File: src/calc_pkg.sv
package calc_pkg;

  localparam int DATA_W           = 32;
  localparam int REG_ADDR_W       = 5;
  localparam int COMP_STAGES      = 4;
  localparam int MUL_RESULT_STAGE = 3;
  localparam int DIV_CYCLES       = DATA_W;

  // Derived widths
  localparam int SHAMT_W   = $clog2(DATA_W);
  localparam int DIV_CNT_W = $clog2(DIV_CYCLES);

  typedef enum logic [2:0]
  {
    op_add,
    op_sub,
    op_and,
    op_or,
    op_xor,
    op_sll,
    op_mul,
    op_div
  } calc_op_e;

  // One instruction as handed over by the dispatcher
  typedef struct packed
  {
    logic                  v;
    calc_op_e              op;
    logic                  rd_w_v;
    logic [REG_ADDR_W-1:0] rd_addr;
    logic [REG_ADDR_W-1:0] rs1_addr;
    logic [REG_ADDR_W-1:0] rs2_addr;
    logic [DATA_W-1:0]     rs1;
    logic [DATA_W-1:0]     rs2;
  } dispatch_pkt_t;

  // Completion stage entry, also the writeback packet
  typedef struct packed
  {
    logic                  rd_w_v;
    logic [REG_ADDR_W-1:0] rd_addr;
    logic [DATA_W-1:0]     rd_data;
  } wb_pkt_t;

endpackage

File: src/calc_top.sv
`timescale 1ns/1ps

module calc_top
  (input logic                        clk_i
  , input logic                       rst_i
  , input calc_pkg::dispatch_pkt_t    dispatch_pkt_i
  , output logic                      long_ready_o
  , output calc_pkg::wb_pkt_t         iwb_pkt_o
  );

  import calc_pkg::*;

  dispatch_pkt_t             reservation_n;
  dispatch_pkt_t             reservation_r;
  wb_pkt_t [COMP_STAGES-1:0] comp_stage_r;
  wb_pkt_t [COMP_STAGES:0]   comp_stage_n;
  logic [DATA_W-1:0]         int_data;
  logic                      int_v;
  logic [DATA_W-1:0]         mul_data;
  logic                      mul_v;
  wb_pkt_t                   long_pkt;
  logic                      long_v;
  logic                      long_yumi;

  operand_bypass u_operand_bypass
    (.dispatch_pkt_i(dispatch_pkt_i)
    , .comp_stage_r_i(comp_stage_r)
    , .comp_stage_n_i(comp_stage_n)
    , .reservation_n_o(reservation_n)
    );

  // Reservation register feeding all three pipes
  always_ff @(posedge clk_i)
  begin
    reservation_r <= reservation_n;
    if (rst_i)
    begin
      reservation_r.v <= 1'b0;
    end
  end

  int_alu u_int_alu
    (.reservation_i(reservation_r)
    , .data_o(int_data)
    , .v_o(int_v)
    );

  mul_pipe u_mul_pipe
    (.clk_i(clk_i)
    , .rst_i(rst_i)
    , .reservation_i(reservation_r)
    , .data_o(mul_data)
    , .v_o(mul_v)
    );

  div_long_pipe u_div_long_pipe
    (.clk_i(clk_i)
    , .rst_i(rst_i)
    , .reservation_i(reservation_r)
    , .ready_o(long_ready_o)
    , .wb_pkt_o(long_pkt)
    , .v_o(long_v)
    , .yumi_i(long_yumi)
    );

  completion_pipe u_completion_pipe
    (.clk_i(clk_i)
    , .rst_i(rst_i)
    , .reservation_n_i(reservation_n)
    , .int_data_i(int_data)
    , .int_v_i(int_v)
    , .mul_data_i(mul_data)
    , .mul_v_i(mul_v)
    , .long_pkt_i(long_pkt)
    , .long_v_i(long_v)
    , .long_yumi_o(long_yumi)
    , .comp_stage_r_o(comp_stage_r)
    , .comp_stage_n_o(comp_stage_n)
    , .iwb_pkt_o(iwb_pkt_o)
    );

endmodule

File: src/completion_pipe.sv
`timescale 1ns/1ps

module completion_pipe
  (input logic                                             clk_i
  , input logic                                            rst_i
  , input calc_pkg::dispatch_pkt_t                         reservation_n_i
  , input logic [calc_pkg::DATA_W-1:0]                     int_data_i
  , input logic                                            int_v_i
  , input logic [calc_pkg::DATA_W-1:0]                     mul_data_i
  , input logic                                            mul_v_i
  , input calc_pkg::wb_pkt_t                               long_pkt_i
  , input logic                                            long_v_i
  , output logic                                           long_yumi_o
  , output calc_pkg::wb_pkt_t [calc_pkg::COMP_STAGES-1:0]  comp_stage_r_o
  , output calc_pkg::wb_pkt_t [calc_pkg::COMP_STAGES:0]    comp_stage_n_o
  , output calc_pkg::wb_pkt_t                              iwb_pkt_o
  );

  import calc_pkg::*;

  wb_pkt_t [COMP_STAGES-1:0] comp_stage_r;
  wb_pkt_t [COMP_STAGES:0]   comp_stage_n;

  always_comb
  begin
    // Divides write back through the long pipe instead
    comp_stage_n[0].rd_w_v  = reservation_n_i.v
                              & reservation_n_i.rd_w_v
                              & (reservation_n_i.op != op_div);
    comp_stage_n[0].rd_addr = reservation_n_i.rd_addr;
    comp_stage_n[0].rd_data = '0;

    for (int i = 1; i <= COMP_STAGES; i++)
    begin
      comp_stage_n[i] = comp_stage_r[i-1];
    end

    // Single issue with fixed latencies, so at most one pipe fills a stage
    comp_stage_n[1].rd_data                |= int_v_i ? int_data_i : '0;
    comp_stage_n[MUL_RESULT_STAGE].rd_data |= mul_v_i ? mul_data_i : '0;
  end

  always_ff @(posedge clk_i)
  begin
    comp_stage_r <= comp_stage_n[COMP_STAGES-1:0];
    if (rst_i)
    begin
      for (int i = 0; i < COMP_STAGES; i++)
      begin
        comp_stage_r[i].rd_w_v <= 1'b0;
      end
    end
  end

  // Divide result takes the writeback port only when the last stage is not writing
  assign long_yumi_o = long_v_i & ~comp_stage_r[COMP_STAGES-1].rd_w_v;
  assign iwb_pkt_o   = long_yumi_o ? long_pkt_i : comp_stage_r[COMP_STAGES-1];

  assign comp_stage_r_o = comp_stage_r;
  assign comp_stage_n_o = comp_stage_n;

endmodule

File: src/div_long_pipe.sv
`timescale 1ns/1ps

module div_long_pipe
  (input logic                              clk_i
  , input logic                             rst_i
  , input calc_pkg::dispatch_pkt_t          reservation_i
  , output logic                            ready_o
  , output calc_pkg::wb_pkt_t               wb_pkt_o
  , output logic                            v_o
  , input logic                             yumi_i
  );

  import calc_pkg::*;

  typedef enum logic [1:0]
  {
    div_idle,
    div_busy,
    div_done
  } div_state_e;

  div_state_e            state_r;
  div_state_e            state_n;
  logic                  start;
  logic                  last_iter;
  logic [DIV_CNT_W-1:0]  cnt_r;
  logic [DATA_W-1:0]     divisor_r;
  logic [DATA_W-1:0]     quo_r;
  logic [DATA_W-1:0]     rem_r;
  logic [DATA_W:0]       rem_shift;
  logic [DATA_W:0]       rem_diff;
  logic                  rd_w_v_r;
  logic [REG_ADDR_W-1:0] rd_addr_r;

  assign start     = reservation_i.v & (reservation_i.op == op_div) & (state_r == div_idle);
  assign last_iter = (cnt_r == DIV_CNT_W'(DIV_CYCLES-1));

  always_comb
  begin
    state_n = state_r;
    case (state_r)
      div_idle: state_n = start ? div_busy : div_idle;
      div_busy: state_n = last_iter ? div_done : div_busy;
      div_done: state_n = yumi_i ? div_idle : div_done;
      default:  state_n = div_idle;
    endcase
  end

  always_ff @(posedge clk_i)
  begin
    if (rst_i)
    begin
      state_r <= div_idle;
      cnt_r   <= '0;
    end
    else
    begin
      state_r <= state_n;
      if (start)
        cnt_r <= '0;
      else if (state_r == div_busy)
        cnt_r <= cnt_r + 1'b1;
    end
  end

  // Dividend shifts out of the quotient register MSB first
  assign rem_shift = {rem_r, quo_r[DATA_W-1]};
  assign rem_diff  = rem_shift - {1'b0, divisor_r};

  // A zero divisor never borrows, so the quotient fills with ones
  always_ff @(posedge clk_i)
  begin
    if (start)
    begin
      quo_r     <= reservation_i.rs1;
      divisor_r <= reservation_i.rs2;
      rem_r     <= '0;
      rd_w_v_r  <= reservation_i.rd_w_v;
      rd_addr_r <= reservation_i.rd_addr;
    end
    else if (state_r == div_busy)
    begin
      if (rem_diff[DATA_W])
      begin
        rem_r <= rem_shift[DATA_W-1:0];
        quo_r <= {quo_r[DATA_W-2:0], 1'b0};
      end
      else
      begin
        rem_r <= rem_diff[DATA_W-1:0];
        quo_r <= {quo_r[DATA_W-2:0], 1'b1};
      end
    end
  end

  assign ready_o  = (state_r == div_idle);
  assign v_o      = (state_r == div_done);
  assign wb_pkt_o = '{rd_w_v: rd_w_v_r, rd_addr: rd_addr_r, rd_data: quo_r};

endmodule

File: src/int_alu.sv
`timescale 1ns/1ps

module int_alu
  (input calc_pkg::dispatch_pkt_t           reservation_i
  , output logic [calc_pkg::DATA_W-1:0]     data_o
  , output logic                            v_o
  );

  import calc_pkg::*;

  logic alu_op;

  always_comb
  begin
    alu_op = 1'b1;
    case (reservation_i.op)
      op_add: data_o = reservation_i.rs1 + reservation_i.rs2;
      op_sub: data_o = reservation_i.rs1 - reservation_i.rs2;
      op_and: data_o = reservation_i.rs1 & reservation_i.rs2;
      op_or:  data_o = reservation_i.rs1 | reservation_i.rs2;
      op_xor: data_o = reservation_i.rs1 ^ reservation_i.rs2;
      op_sll: data_o = reservation_i.rs1 << reservation_i.rs2[SHAMT_W-1:0];
      default:
      begin
        // Multiply and divide belong to the other pipes
        data_o = '0;
        alu_op = 1'b0;
      end
    endcase
  end

  assign v_o = reservation_i.v & alu_op;

endmodule

File: src/mul_pipe.sv
`timescale 1ns/1ps

module mul_pipe
  (input logic                              clk_i
  , input logic                             rst_i
  , input calc_pkg::dispatch_pkt_t          reservation_i
  , output logic [calc_pkg::DATA_W-1:0]     data_o
  , output logic                            v_o
  );

  import calc_pkg::*;

  logic                mul_start;
  logic [1:0]          v_r;
  logic [DATA_W-1:0]   op_a_r;
  logic [DATA_W-1:0]   op_b_r;
  logic [DATA_W-1:0]   prod_low;
  logic [DATA_W-1:0]   prod_r;

  assign mul_start = reservation_i.v & (reservation_i.op == op_mul);

  // Valid tags follow the operands and then the product
  always_ff @(posedge clk_i)
  begin
    if (rst_i)
    begin
      v_r <= '0;
    end
    else
    begin
      v_r <= {v_r[0], mul_start};
    end
  end

  // Only the low half of the product is written back
  assign prod_low = op_a_r * op_b_r;

  always_ff @(posedge clk_i)
  begin
    op_a_r <= reservation_i.rs1;
    op_b_r <= reservation_i.rs2;
    prod_r <= prod_low;
  end

  // Lands in completion stage 3 at the following edge
  assign data_o = prod_r;
  assign v_o    = v_r[1];

endmodule

File: src/operand_bypass.sv
`timescale 1ns/1ps

module operand_bypass
  (input calc_pkg::dispatch_pkt_t                          dispatch_pkt_i
  , input calc_pkg::wb_pkt_t [calc_pkg::COMP_STAGES-1:0]   comp_stage_r_i
  , input calc_pkg::wb_pkt_t [calc_pkg::COMP_STAGES:0]     comp_stage_n_i
  , output calc_pkg::dispatch_pkt_t                        reservation_n_o
  );

  import calc_pkg::*;

  logic [COMP_STAGES-1:0] match_rs1;
  logic [COMP_STAGES-1:0] match_rs2;

  // A stage holding a pending write to a source register
  for (genvar i = 0; i < COMP_STAGES; i++)
  begin : g_match
    assign match_rs1[i] = dispatch_pkt_i.v
                          & comp_stage_r_i[i].rd_w_v
                          & (dispatch_pkt_i.rs1_addr == comp_stage_r_i[i].rd_addr);
    assign match_rs2[i] = dispatch_pkt_i.v
                          & comp_stage_r_i[i].rd_w_v
                          & (dispatch_pkt_i.rs2_addr == comp_stage_r_i[i].rd_addr);
  end

  // Walk from the oldest stage up so the youngest match is applied last
  always_comb
  begin
    reservation_n_o = dispatch_pkt_i;
    for (int i = COMP_STAGES-1; i >= 0; i--)
    begin
      // Stage i moves to i+1 at the edge, so its next-state data is current
      if (match_rs1[i])
      begin
        reservation_n_o.rs1 = comp_stage_n_i[i+1].rd_data;
      end
      if (match_rs2[i])
      begin
        reservation_n_o.rs2 = comp_stage_n_i[i+1].rd_data;
      end
    end
  end

endmodule

File: config.mk
export PLATFORM = sky130hd
export DESIGN_NAME = calc_top
export DESIGN_NICKNAME = d
export VERILOG_FILES = /design/src/calc_pkg.sv /design/src/calc_top.sv /design/src/completion_pipe.sv /design/src/div_long_pipe.sv /design/src/int_alu.sv /design/src/mul_pipe.sv /design/src/operand_bypass.sv
export SDC_FILE = /design/constraint.sdc
export NUM_CORES = 2
export LEC_CHECK = 0
export BUFFER_PORTS_ARGS = -buffer_cell sky130_fd_sc_hd__buf_4
export CORE_AREA = 2 2 274 276
export DETAILED_ROUTE_END_ITERATION = 16
export DIE_AREA = 0 0 276 278
export PLACE_DENSITY = 0.69
export SLEW_MARGIN = 20
export SYNTH_ARGS = -nofsm -noshare
export SYNTH_HDL_FRONTEND = slang
export SYNTH_SLANG_ARGS = --single-unit
export TNS_END_PERCENT = 5
File: constraint.sdc
create_clock -name clk_i -period 9.01 [get_ports clk_i]
set_input_delay 1.802 -clock clk_i [delete_from_list [all_inputs] [get_ports clk_i]]
set_output_delay 1.802 -clock clk_i [all_outputs]
set_load 0.03 [all_outputs]
==> out/results.tsv <==
stage	metric	value	unit
status	status	finished clean	
floorplan	I/O pin count	125	
sta	Hold Violations, Final	0	
cells_and_area	layout cells sized above 1	9.35	%
place	Place WS	1360	ps
clock_network	root buffer cell	clkbuf_16	
sta	Worst Tran Pin Value	1200	ps
sta	final setup vio count	0	
clock_network	number of gates resized after CTS	0	
floorplan	core area	73800	µm²
setup_path	r2r setup slk	1190	ps
cells_and_area	post-layout net count	4788	
grt	vias in the first global route	28800	
run	MaxCap Viol Count	0	
setup_path	reg2reg path depth	25	
grt	gr usage total	29.7	%
routing	Pre-Repair DR Iteration Count	6	
place	DP HPWL	88.0	mm
sta	skew final	33.1	ps
floorplan	Initial Utilization	49.7	%
sta	Fmax	128	MHz
setup_path	kind of cell adding the most delay to the critical path	adder cells	
floorplan	Rows	100	
routing	residual DRC count	0	
clock_network	# H-tree levels	2	
sta	RSZ-0062 raised after global routing	no	
floorplan	Die Height	278	µm
synthesis	EDFF count, synth	70	
place	routability congestion estimate from global placement	1.01	
cells_and_area	Syn-to-layout area delta	9.17	%
grt	antenna violations before repair	9	
synthesis	Synth top area share	22.4	%
clock_network	total CTS buffers	43	
clock_network	number of setup buffers added after CTS	0	
cells_and_area	# fillers	6649	
synthesis	synthesized area per cell	9.14	µm²
routing	DR vias	28700	
synthesis	synthesized instance count	4012	
setup_path	Crit Path Max Fanout	24	
sta	final cycle utilization of the critical path	86.8	%
sta	Fin Setup TNS	0	ps
min_path	hold depth	0	
grt	first-pass GRT wire length	175	mm
synthesis	#FFs+latches synth	396	
grt	largest net degree at the start of global routing	65	
synthesis	sequential share of the synthesized area	23.5	%
synthesis	Synth Cell Area	36700	µm²
setup_path	startpoint types	flip-flop	
sta	Slew Limit Fails	0	
setup_path	crit path capture type	flip-flop	
clock_network	CTS Hold Bufs	0	
routing	DR iter-0 viols	2590	
setup_path	Crit Reg-Reg Endpoint	u_mul_pipe.data_o[31]	
setup_path	type of the worst setup path	flip-flop to flip-flop	
setup_path	worst path buffer plus inverter count	5	
routing	Final ANT Viol Nets	0	
cells_and_area	Final Util	54.3	%
synthesis	Synth warnings	0	
clock_network	CTS tree	done	
setup_path	Worst Setup SP	u_mul_pipe.op_a_r[8]	
clock_network	Clock Latency Late Sink	600	ps
floorplan	die area	76700	µm²
sta	Worst Slack Setup Final	1190	ps
cells_and_area	commonest non-fill, non-tap cell in the layout	inv_1	
synthesis	area leader, netlist	fa_1	
floorplan	Die Wd	276	µm
sta	relative slew slack	19.6	%
cells_and_area	fin cells	5044	
synthesis	Async S/R FF share, synth	0	%
setup_path	crit path DAT	8280	ps
setup_path	WP data required	9460	ps
grt	total gr overflow	0	
clock_network	Clock Sink Count	396	
clock_network	deepest clock path buffer count	3	
min_path	Hold Startpoint	u_completion_pipe.comp_stage_n_o[87]	
place	Placed Cells	4962	
place	Port Buffers	124	
routing	drt via density	5.70	
min_path	Hold Crit Class	flip-flop to flip-flop	
sta	Period minus WS final	7820	ps
setup_path	most frequent CP cell	fa_1	
synthesis	Area contributors post-synth	fa_1 (22%), dfxtp_1 (18%), ha_1 (8.7%), edfxtp_1 (5.7%), inv_1 (5.5%)	
clock_network	clock transition at the registers of the reported paths	60	ps
min_path	Hold Path End	u_completion_pipe.comp_stage_r_o[87]	
cells_and_area	most frequent cells in the layout	inv_1 (539), nand2_1 (502), fa_1 (410)	
setup_path	CP peak stage delay	1090	ps
routing	drt total wl	114	mm
synthesis	Synth cell types	82	
synthesis	Most used DFF post-synth	dfxtp_1	
routing	DR WL/cell	22.6	µm
setup_path	Crit-path slowest cell	dfxtp_1	
setup_path	r2r startpoint	u_mul_pipe.op_a_r[8]	
synthesis	Syn Nets	4762	
registers in the layout, indices dropped and copies added (netlist names), 32 cells and up:
name	cells
u_completion_pipe.comp_stage_r_o	32
u_div_long_pipe.rem_r	32
reservation_r	69
u_mul_pipe.op_a_r	32
u_div_long_pipe.divisor_r	32
u_completion_pipe.comp_stage_n_o	88
u_div_long_pipe.quo_r	32
u_mul_pipe.data_o	32
u_mul_pipe.op_b_r	32
layer usage:
metal / track usage, % / vias to the layer above / wire, µm
li1: - / 13100 / -
met1: 40.5 / 14100 / 47700
met2: 46.4 / 1298 / 50300
met3: 6.05 / 232 / 10700
met4: 11.5 / 2 / 5240
met5: 0 / - / 13
Yosys cell counts (11+ instances only):
master    count
xor2_1       60
nand4_1      19
a22oi_1      35
o21a_1       26
a21oi_1     145
and2_1      312
nand2b_1     14
nand2_1     502
ha_1        254
mux2_2       73
buf_1        13
nor3_1       28
dfxtp_1     326
mux4_2       20
o21ai_0     193
nor4_1       17
nand3_1      33
edfxtp_1     70
xnor2_1     146
inv_1       539
and3_1       15
o21bai_1     11
nor2_1      135
o22ai_1      33
a211oi_1     32
fa_1        410
clkbuf_1    182
mux2i_1     102
o311ai_0     11
a31oi_1      17
o31ai_1      15
a21o_1       67
nor2b_1      19
o21ai_1      14
layout make-up:
| cell class | count | area (µm²) | share of cell area [%] |
|---|---|---|---|
| Antenna cell | 2 | 5.00 | 0.0125 |
| Clock buffer | 62 | 1270 | 3.18 |
| Clock inverter | 18 | 231 | 0.578 |
| Inverter | 540 | 2030 | 5.06 |
| Multi-Input combinational cell | 2868 | 25300 | 63.0 |
| Sequential cell | 396 | 8630 | 21.6 |
| Tap cell | 969 | 1210 | 3.03 |
| Timing Repair Buffer | 189 | 1420 | 3.54 |
worst max path at each step:
| stage | to | slack, ps | depth (start not counted) |
|---|---|---|---|
| finish | u_mul_pipe.data_o[31] | 1190 | 25 |
| global route | u_mul_pipe.data_o[31] | 790 | 25 |
| CTS | u_mul_pipe.data_o[31] | 1240 | 25 |
| detailed placement | u_mul_pipe.data_o[31] | 1360 | 25 |
| global placement | u_mul_pipe.data_o[31] | 1450 | 25 |
| floorplan | u_mul_pipe.data_o[31] | 2170 | 25 |
per-stage QoR:
stage	cell area (µm²)	hold slack [ps]
floorplan	36700	351
detailed placement	38500	356
global route	40000	373
finish	40100	366
CTS	40000	365
global placement	38500	355
cell families after synthesis:
group,count (synthesis),synth area share (%)
AND/OR/NAND/NOR,1119,14.6
flip-flops,396,23.5
XOR/XNOR,207,4.96
buffers and inverters,748,7.78
adder cells (fa/ha/maj),664,31.0
multiplexers,195,6.25
AO/OA/AOI/OAI,683,11.9
Power is left out: the tool's default activity adds up to more than one toggle a clock period on the data nets, which glitch-free logic cannot reach.
